File: src/rtl/mshr_defines.svh
/*
 * Geometry and field width macros for the MSHR table
 */
`ifndef MSHR_DEFINES_SVH
`define MSHR_DEFINES_SVH

// Table geometry
`define MSHR_SETS        4
`define MSHR_WAYS        2
`define MSHR_SET_WIDTH   2
`define MSHR_WAY_WIDTH   1

// Line address split into tag and cache set
`define NLINE_WIDTH      16
`define CACHE_SET_WIDTH  6
`define TAG_WIDTH        10

// Requester fields kept per entry
`define REQ_ID_WIDTH     4
`define SRC_ID_WIDTH     2
`define WORD_WIDTH       3

`endif

File: src/rtl/mshr_pkg.sv
/*
 * MSHR field types, entry record and per-set storage row
 */
`default_nettype none

`include "mshr_defines.svh"

package mshr_pkg;

    typedef logic [`NLINE_WIDTH-1:0]     nline_t;
    typedef logic [`TAG_WIDTH-1:0]       tag_t;
    typedef logic [`CACHE_SET_WIDTH-1:0] cache_set_t;
    typedef logic [`MSHR_SET_WIDTH-1:0]  mshr_set_t;
    typedef logic [`MSHR_WAY_WIDTH-1:0]  mshr_way_t;
    typedef logic [`REQ_ID_WIDTH-1:0]    req_id_t;
    typedef logic [`SRC_ID_WIDTH-1:0]    src_id_t;
    typedef logic [`WORD_WIDTH-1:0]      word_t;

    // One outstanding refill, as kept in the register bank
    typedef struct packed {
        tag_t    tag;
        req_id_t req_id;
        src_id_t src_id;
        word_t   word_idx;
        logic    need_rsp;
        logic    is_prefetch;
    } mshr_entry_t;

    // All ways of one MSHR set
    typedef mshr_entry_t [`MSHR_WAYS-1:0] mshr_row_t;

endpackage

`default_nettype wire

File: src/rtl/mshr_ram_if.sv
/*
 * Link between the MSHR control and its one-port row storage
 */
`timescale 1ns/1ps
`default_nettype none

`include "mshr_defines.svh"

interface mshr_ram_if;

    logic                  cs;
    logic                  we;
    mshr_pkg::mshr_set_t   addr;
    logic [`MSHR_WAYS-1:0] wmask;
    mshr_pkg::mshr_row_t   wdata;
    mshr_pkg::mshr_row_t   rdata;

    // Control side issues the access
    modport ctrl (output cs, output we, output addr, output wmask, output wdata,
                  input rdata);

    // Storage side answers with the registered row
    modport mem (input cs, input we, input addr, input wmask, input wdata,
                 output rdata);

endinterface

`default_nettype wire

File: src/rtl/mshr_regbank_1rw.sv
/*
 * One-port register bank, per-way write mask, registered read data
 */
`timescale 1ns/1ps
`default_nettype none

`include "mshr_defines.svh"

module mshr_regbank_1rw #(
    parameter int unsigned DEPTH = 4,
    parameter type         row_t = logic
) (
    input  wire logic  clk_i,
    input  wire logic  rst_ni,
    mshr_ram_if.mem    mem_io
);

    localparam int unsigned ROW_BITS = $bits(row_t);
    localparam int unsigned WAY_BITS = ROW_BITS / `MSHR_WAYS;

    typedef logic [ROW_BITS-1:0] row_bits_t;

    row_bits_t mem_q [DEPTH];
    row_bits_t wbits;
    row_t      rdata_q;

    assign wbits = row_bits_t'(mem_io.wdata);

    // Only the ways selected by the mask are updated
    always_ff @(posedge clk_i) begin
        if (mem_io.cs && mem_io.we) begin
            for (int w = 0; w < `MSHR_WAYS; w++) begin
                if (mem_io.wmask[w]) begin
                    mem_q[mem_io.addr][w*WAY_BITS +: WAY_BITS] <=
                        wbits[w*WAY_BITS +: WAY_BITS];
                end
            end
        end
    end

    // Read data holds until the next selected access
    always_ff @(posedge clk_i or negedge rst_ni) begin
        if (!rst_ni) begin
            rdata_q <= '0;
        end else if (mem_io.cs) begin
            rdata_q <= row_t'(mem_q[mem_io.addr]);
        end
    end

    assign mem_io.rdata = rdata_q;

endmodule

`default_nettype wire

File: src/rtl/mshr.sv
/*
 * MSHR control: valid bits, cache-set fields, free-way selection,
 * hit and fullness detection, acknowledge readout
 */
`timescale 1ns/1ps
`default_nettype none

`include "mshr_defines.svh"

module mshr (
    input  wire logic                   clk_i,
    input  wire logic                   rst_ni,

    output      logic                   empty_o,
    output      logic                   full_o,

    // Check
    input  wire logic                   check_i,
    input  wire mshr_pkg::nline_t       check_nline_i,
    output      logic                   hit_o,
    output      logic                   alloc_full_o,

    // Allocate
    input  wire logic                   alloc_i,
    input  wire mshr_pkg::nline_t       alloc_nline_i,
    input  wire mshr_pkg::req_id_t      alloc_req_id_i,
    input  wire mshr_pkg::src_id_t      alloc_src_id_i,
    input  wire mshr_pkg::word_t        alloc_word_i,
    input  wire logic                   alloc_need_rsp_i,
    input  wire logic                   alloc_is_prefetch_i,
    output      mshr_pkg::mshr_way_t    alloc_way_o,

    // Acknowledge
    input  wire logic                   ack_i,
    input  wire mshr_pkg::mshr_set_t    ack_set_i,
    input  wire mshr_pkg::mshr_way_t    ack_way_i,
    output      mshr_pkg::req_id_t      ack_req_id_o,
    output      mshr_pkg::src_id_t      ack_src_id_o,
    output      mshr_pkg::cache_set_t   ack_cache_set_o,
    output      mshr_pkg::tag_t         ack_tag_o,
    output      mshr_pkg::word_t        ack_word_o,
    output      logic                   ack_need_rsp_o,
    output      logic                   ack_is_prefetch_o,

    // Row storage
    mshr_ram_if.ctrl                    ram_o
);

    // Slot state kept in flip-flops
    logic [`MSHR_SETS-1:0][`MSHR_WAYS-1:0] valid_q;
    mshr_pkg::cache_set_t                  cache_set_q [`MSHR_SETS][`MSHR_WAYS];

    logic                  check;
    mshr_pkg::mshr_set_t   alloc_set;
    mshr_pkg::mshr_set_t   check_set;
    mshr_pkg::nline_t      check_nline_q;
    mshr_pkg::mshr_set_t   check_set_q;
    mshr_pkg::tag_t        check_tag_q;
    mshr_pkg::cache_set_t  check_cache_set_q;
    mshr_pkg::mshr_way_t   ack_way_q;
    mshr_pkg::cache_set_t  ack_cache_set_q;
    mshr_pkg::mshr_entry_t alloc_entry;
    mshr_pkg::mshr_entry_t ack_entry;
    mshr_pkg::mshr_row_t   rrow;
    logic [`MSHR_WAYS-1:0] hit_way;

    // Allocation wins over a simultaneous check
    assign check = check_i & ~alloc_i;

    // MSHR set is taken from the low line address bits
    assign alloc_set = alloc_nline_i[`MSHR_SET_WIDTH-1:0];
    assign check_set = check_nline_i[`MSHR_SET_WIDTH-1:0];

    assign check_set_q       = check_nline_q[`MSHR_SET_WIDTH-1:0];
    assign check_tag_q       = check_nline_q[`NLINE_WIDTH-1 -: `TAG_WIDTH];
    assign check_cache_set_q = check_nline_q[`CACHE_SET_WIDTH-1:0];

    // Lowest free way of the allocation set
    always_comb begin
        alloc_way_o = '0;
        for (int w = `MSHR_WAYS - 1; w >= 0; w--) begin
            if (!valid_q[alloc_set][w]) begin
                alloc_way_o = mshr_pkg::mshr_way_t'(w);
            end
        end
    end

    // Entry to store, replicated on every way and selected by the mask
    always_comb begin
        alloc_entry.tag         = alloc_nline_i[`NLINE_WIDTH-1 -: `TAG_WIDTH];
        alloc_entry.req_id      = alloc_req_id_i;
        alloc_entry.src_id      = alloc_src_id_i;
        alloc_entry.word_idx    = alloc_word_i;
        alloc_entry.need_rsp    = alloc_need_rsp_i;
        alloc_entry.is_prefetch = alloc_is_prefetch_i;
    end

    always_comb begin
        for (int w = 0; w < `MSHR_WAYS; w++) begin
            ram_o.wdata[w] = alloc_entry;
            ram_o.wmask[w] = (alloc_way_o == mshr_pkg::mshr_way_t'(w));
        end
    end

    assign ram_o.cs   = ack_i | alloc_i | check_i;
    assign ram_o.we   = alloc_i;
    assign ram_o.addr = ack_i ? ack_set_i : (alloc_i ? alloc_set : check_set);

    assign rrow = ram_o.rdata;

    // Hit needs a valid way with matching tag and cache set
    always_comb begin
        for (int w = 0; w < `MSHR_WAYS; w++) begin
            hit_way[w] = valid_q[check_set_q][w] &&
                         (rrow[w].tag == check_tag_q) &&
                         (cache_set_q[check_set_q][w] == check_cache_set_q);
        end
    end

    assign hit_o        = |hit_way;
    assign alloc_full_o = &valid_q[check_set_q];

    assign empty_o = ~|valid_q;
    assign full_o  = &valid_q;

    // Returned record picked from the row read during the acknowledge
    assign ack_entry         = rrow[ack_way_q];
    assign ack_tag_o         = ack_entry.tag;
    assign ack_req_id_o      = ack_entry.req_id;
    assign ack_src_id_o      = ack_entry.src_id;
    assign ack_word_o        = ack_entry.word_idx;
    assign ack_need_rsp_o    = ack_entry.need_rsp;
    assign ack_is_prefetch_o = ack_entry.is_prefetch;
    assign ack_cache_set_o   = ack_cache_set_q;

    always_ff @(posedge clk_i or negedge rst_ni) begin
        if (!rst_ni) begin
            valid_q       <= '0;
            check_nline_q <= '0;
            ack_way_q     <= '0;
        end else begin
            if (alloc_i) begin
                valid_q[alloc_set][alloc_way_o] <= 1'b1;
            end
            if (ack_i) begin
                valid_q[ack_set_i][ack_way_i] <= 1'b0;
                ack_way_q <= ack_way_i;
            end
            if (check) begin
                check_nline_q <= check_nline_i;
            end
        end
    end

    // Cache-set fields are plain payload
    always_ff @(posedge clk_i) begin
        if (alloc_i) begin
            cache_set_q[alloc_set][alloc_way_o] <= alloc_nline_i[`CACHE_SET_WIDTH-1:0];
        end
        if (ack_i) begin
            ack_cache_set_q <= cache_set_q[ack_set_i][ack_way_i];
        end
    end

endmodule

`default_nettype wire

File: src/rtl/mshr_top.sv
/*
 * MSHR subsystem top: control plus its register bank
 */
`timescale 1ns/1ps
`default_nettype none

`include "mshr_defines.svh"

module mshr_top (
    input  wire logic                   clk_i,
    input  wire logic                   rst_ni,

    output      logic                   empty_o,
    output      logic                   full_o,

    input  wire logic                   check_i,
    input  wire mshr_pkg::nline_t       check_nline_i,
    output      logic                   hit_o,
    output      logic                   alloc_full_o,

    input  wire logic                   alloc_i,
    input  wire mshr_pkg::nline_t       alloc_nline_i,
    input  wire mshr_pkg::req_id_t      alloc_req_id_i,
    input  wire mshr_pkg::src_id_t      alloc_src_id_i,
    input  wire mshr_pkg::word_t        alloc_word_i,
    input  wire logic                   alloc_need_rsp_i,
    input  wire logic                   alloc_is_prefetch_i,
    output      mshr_pkg::mshr_way_t    alloc_way_o,

    input  wire logic                   ack_i,
    input  wire mshr_pkg::mshr_set_t    ack_set_i,
    input  wire mshr_pkg::mshr_way_t    ack_way_i,
    output      mshr_pkg::req_id_t      ack_req_id_o,
    output      mshr_pkg::src_id_t      ack_src_id_o,
    output      mshr_pkg::cache_set_t   ack_cache_set_o,
    output      mshr_pkg::tag_t         ack_tag_o,
    output      mshr_pkg::word_t        ack_word_o,
    output      logic                   ack_need_rsp_o,
    output      logic                   ack_is_prefetch_o
);

    mshr_ram_if ram_if ();

    mshr u_mshr (
        .clk_i               (clk_i),
        .rst_ni              (rst_ni),
        .empty_o             (empty_o),
        .full_o              (full_o),
        .check_i             (check_i),
        .check_nline_i       (check_nline_i),
        .hit_o               (hit_o),
        .alloc_full_o        (alloc_full_o),
        .alloc_i             (alloc_i),
        .alloc_nline_i       (alloc_nline_i),
        .alloc_req_id_i      (alloc_req_id_i),
        .alloc_src_id_i      (alloc_src_id_i),
        .alloc_word_i        (alloc_word_i),
        .alloc_need_rsp_i    (alloc_need_rsp_i),
        .alloc_is_prefetch_i (alloc_is_prefetch_i),
        .alloc_way_o         (alloc_way_o),
        .ack_i               (ack_i),
        .ack_set_i           (ack_set_i),
        .ack_way_i           (ack_way_i),
        .ack_req_id_o        (ack_req_id_o),
        .ack_src_id_o        (ack_src_id_o),
        .ack_cache_set_o     (ack_cache_set_o),
        .ack_tag_o           (ack_tag_o),
        .ack_word_o          (ack_word_o),
        .ack_need_rsp_o      (ack_need_rsp_o),
        .ack_is_prefetch_o   (ack_is_prefetch_o),
        .ram_o               (ram_if.ctrl)
    );

    // One row per MSHR set, one entry per way
    mshr_regbank_1rw #(
        .DEPTH (`MSHR_SETS),
        .row_t (mshr_pkg::mshr_row_t)
    ) u_bank (
        .clk_i  (clk_i),
        .rst_ni (rst_ni),
        .mem_io (ram_if.mem)
    );

endmodule

`default_nettype wire

File: config.mk
export PLATFORM = sky130hd
export DESIGN_NAME = mshr_top
export DESIGN_NICKNAME = d
export VERILOG_FILES = /design/src/rtl/mshr_pkg.sv /design/src/rtl/mshr_ram_if.sv /design/src/rtl/mshr_regbank_1rw.sv /design/src/rtl/mshr.sv /design/src/rtl/mshr_top.sv
export VERILOG_INCLUDE_DIRS = /design/src /design/src/rtl
export SDC_FILE = /design/constraint.sdc
export NUM_CORES = 1
export LEC_CHECK = 0
export BUFFER_PORTS_ARGS = -buffer_cell sky130_fd_sc_hd__buf_2
export CAP_MARGIN = 5
export CORE_MARGIN = 2
export CORE_UTILIZATION = 54
export CTS_CLUSTER_DIAMETER = 50
export DETAILED_ROUTE_END_ITERATION = 12
export PLACE_DENSITY = 0.78
export SKIP_CTS_REPAIR_TIMING = 1
export SLEW_MARGIN = 40
export SYNTH_ARGS = -nofsm -noshare
export SYNTH_HDL_FRONTEND = slang
export SYNTH_SLANG_ARGS = --single-unit
File: constraint.sdc
create_clock -name clk_i -period 3.2 [get_ports clk_i]
set_input_delay 0.48 -clock clk_i [delete_from_list [all_inputs] [get_ports clk_i]]
set_output_delay 0.48 -clock clk_i [all_outputs]
set_load 0.01 [all_outputs]
==> flow_metrics.tcl <==
set metrics [dict create \
    outcome "completed" \
    async_flop_share_pct 23.18 \
    peakVddDrop_mv 0.4250 \
    yosys.area.top_type "edfxtp_1" \
    multi_input_area_um2 3377 \
    die_area_um2 23350 \
    synth_edf_count 222 \
    powerDensity_nw_per_um2 691.1 \
    clk_latency_ps 560 \
    cts.path.max_buffers 3 \
    p_leak_nw 5.248 \
    ff2ff_setup_slack_ps 810 \
    via_per_inst 5.961 \
    gp_congestion 0.8592 \
    vias 7260 \
    required_ps 2720 \
    die_height_um 152.8 \
    yosys_register_bits 289 \
    yosysMostFrequentCell "edfxtp_1" \
    syn_nets 867 \
    synth_cell_types 39 \
    ant_nets 0 \
    startpoint "u_mshr.check_nline_q[0]$_DFFE_PN0P_" \
    diodes 0 \
    die_x_um 152.8 \
    synth_top_flop_cell "edfxtp_1" \
    drc 0 \
    drv_slew 0 \
    yosysTopAreaCellShare_pct 55.74 \
    cts_tree "built" \
    cpPeakStageDelay_ps 680 \
    cts_inserted_buffers 31 \
    seqCellArea_um2 8346 \
    reg2reg_from "u_mshr.valid_q[6]$_DFF_PN0_" \
    antenna_found_initial 2 \
    grt_pass1_vias 7307 \
    holdCritPathClass "in2reg" \
    worstMarginPinSlew_ps 744.3 \
    initialDrtViolationCount 590 \
    grt_max_degree 88 \
    wl_per_cell_um 21.93 \
    endpoint "hit_o" \
    worstSetupStartpointType "flop" \
    root_buffer "clkbuf_16" \
    crit_family "flip-flops" \
    overflow 0 \
    final_core_util_pct 63.60 \
    r2r_end "u_bank.mem_q[2][3]$_DFFE_PP_" \
    rsz0062_at_grt "false" \
    drive_above_1_share_pct 29.74 \
    dp_hpwl_um 16030 \
    cts.sinks 289 \
    crit_buf_inv 1 \
    min_period_over_period_pct 93.18 \
    fin_skew_ps 18.23 \
    relSlewSlack_pct 50.20 \
    drtPass1Iterations 5 \
    yosys_warnings 0 \
    grt_pass1_wl_um 41240 \
    portBuffers 82 \
    coreArea_um2 21760 \
    drv_cap 0 \
    syn_inst 816 \
    holdPathStages 2 \
    dpl.cell_count 1159 \
    critical-path-slowest-cell "dfrtp_2" \
    max_freq_ghz 0.3354 \
    critical_path_depth 5 \
    path_cells "mux4_2, xnor2_1, nand4_1, o22ai_1, buf_2" \
    h-tree-depth 1 \
    synth.cells.most_frequent "edfxtp_1 (222), nand2_1 (191), dfrtp_1 (67), a21oi_1 (46), a211o_1 (42)" \
    finalSetupViolations 0 \
    grtUsageTotal_pct 22.78 \
    hold_viol 0 \
    power_mw 9.563 \
    setup_tns_ps 0 \
    critical_path_class "reg2out" \
    std_cell_rows 54 \
    syn_area_per_cell_um2 14.66 \
    syn_area_um2 11960 \
    io_pins 83 \
    start_util_pct 54.97 \
    fill_cells 1525 \
    fin_cells 1218 \
    min_period_ps 2982 \
    routed_wirelength_um 26710 \
    arrival_ps 2500 \
    critPathCaptureType "output port" \
    r2r_cells 5 \
    area_growth_pct 15.70 \
    whs_ps 169.3 \
    ys_top_cells_by_area "edfxtp_1 (56%), dfrtp_1 (14%), nand2_1 (6.0%)" \
    fin_nets 964 \
    yosysSeqAreaShare_pct 69.76 \
    clk_pin_slew_ps 60 \
    cp_max_fo 19 \
]
-- cells by family (layout without fill, tap and decap cells) --
logic type,Yosys count,count (layout),synth area share (%)
AO/OA/AOI/OAI,145,145,9.123
XOR/XNOR,28,28,2.051
buffers and inverters,51,173,2.511
flip-flops,289,289,69.76
multiplexers,63,63,8.119
AND/OR/NAND/NOR,240,240,8.433
-- metrics by stage --
stage,setup slack (ps),cell area [um^2]
global route,57.00,13840
global placement,528.3,12730
CTS,181.8,13820
floorplan,-74.65,11960
finish,218.3,13840
detailed placement,475.5,12760
-- per-layer routing --
metal | GRT usage (%) | share of wire [%]
met1 | 31.38 | 41
met5 | 0 | 0.094
met2 | 37.16 | 48
met3 | 4.168 | 7.8
met4 | 7.716 | 3.1
-- flip-flops by register name (all words and copies together) (netlist names) --
name and flops:
u_mshr.check_nline_q 16, u_mshr.cache_set_q 48, u_mshr.ack_way_q 1, u_mshr.ack_cache_set_o 6
u_bank.mem_io.rdata 42, u_mshr.valid_q 8, u_bank.mem_q 168
-- cell type report --
cell class	count	share of cell area [%]
Clock inverter	20	1.872
Sequential cell	289	60.31
Multi-Input combinational cell	476	24.41
Tap cell	280	2.532
Clock buffer	38	5.796
Timing Repair Buffer	111	4.973
Inverter	4	0.1085
-- worst min-delay path by stage --
stage / endpoint / start / slack [ps]
CTS: u_bank.mem_io.rdata[37]$_DFFE_PN0N_ / rst_ni / -80
detailed placement: u_bank.mem_io.rdata[22]$_DFFE_PN0N_ / u_bank.mem_io.rdata[22]$_DFFE_PN0N_ / 470
global placement: u_bank.mem_io.rdata[27]$_DFFE_PN0N_ / u_bank.mem_io.rdata[27]$_DFFE_PN0N_ / 460
floorplan: u_bank.mem_io.rdata[0]$_DFFE_PN0N_ / rst_ni / 180
finish: u_mshr.check_nline_q[8]$_DFFE_PN0P_ / check_nline_i[8] / 170
global route: u_mshr.check_nline_q[2]$_DFFE_PN0P_ / check_nline_i[2] / 150
-- report_power, final --
| group | switching [mW] | internal [mW] |
|---|---|---|
| Clock | 1.47 | 2.20 |
| Sequential | 0.264 | 4.41 |
| Combinational | 0.687 | 0.530 |
-- placed cells by master (no fill, tap or decap), types with 3 or more instances in the layout --
master,count
a211o_1,42
a21oi_1,46
a21oi_2,40
buf_12,3
buf_2,82
buf_4,24
bufinv_16,5
clkbuf_1,7
clkbuf_16,31
clkinv_2,3
clkinv_4,5
clkinvlp_4,3
dfrtp_1,65
edfxtp_1,222
inv_1,4
mux2_2,38
mux4_2,23
nand2_1,191
nand2b_1,5
nand4_1,8
nor2_1,5
nor2_2,3
nor2b_1,4
nor3_1,5
nor3_2,8
o32a_1,6
xnor2_1,16
xor2_1,12
No activity file was read; power rests on OpenSTA's default activity.
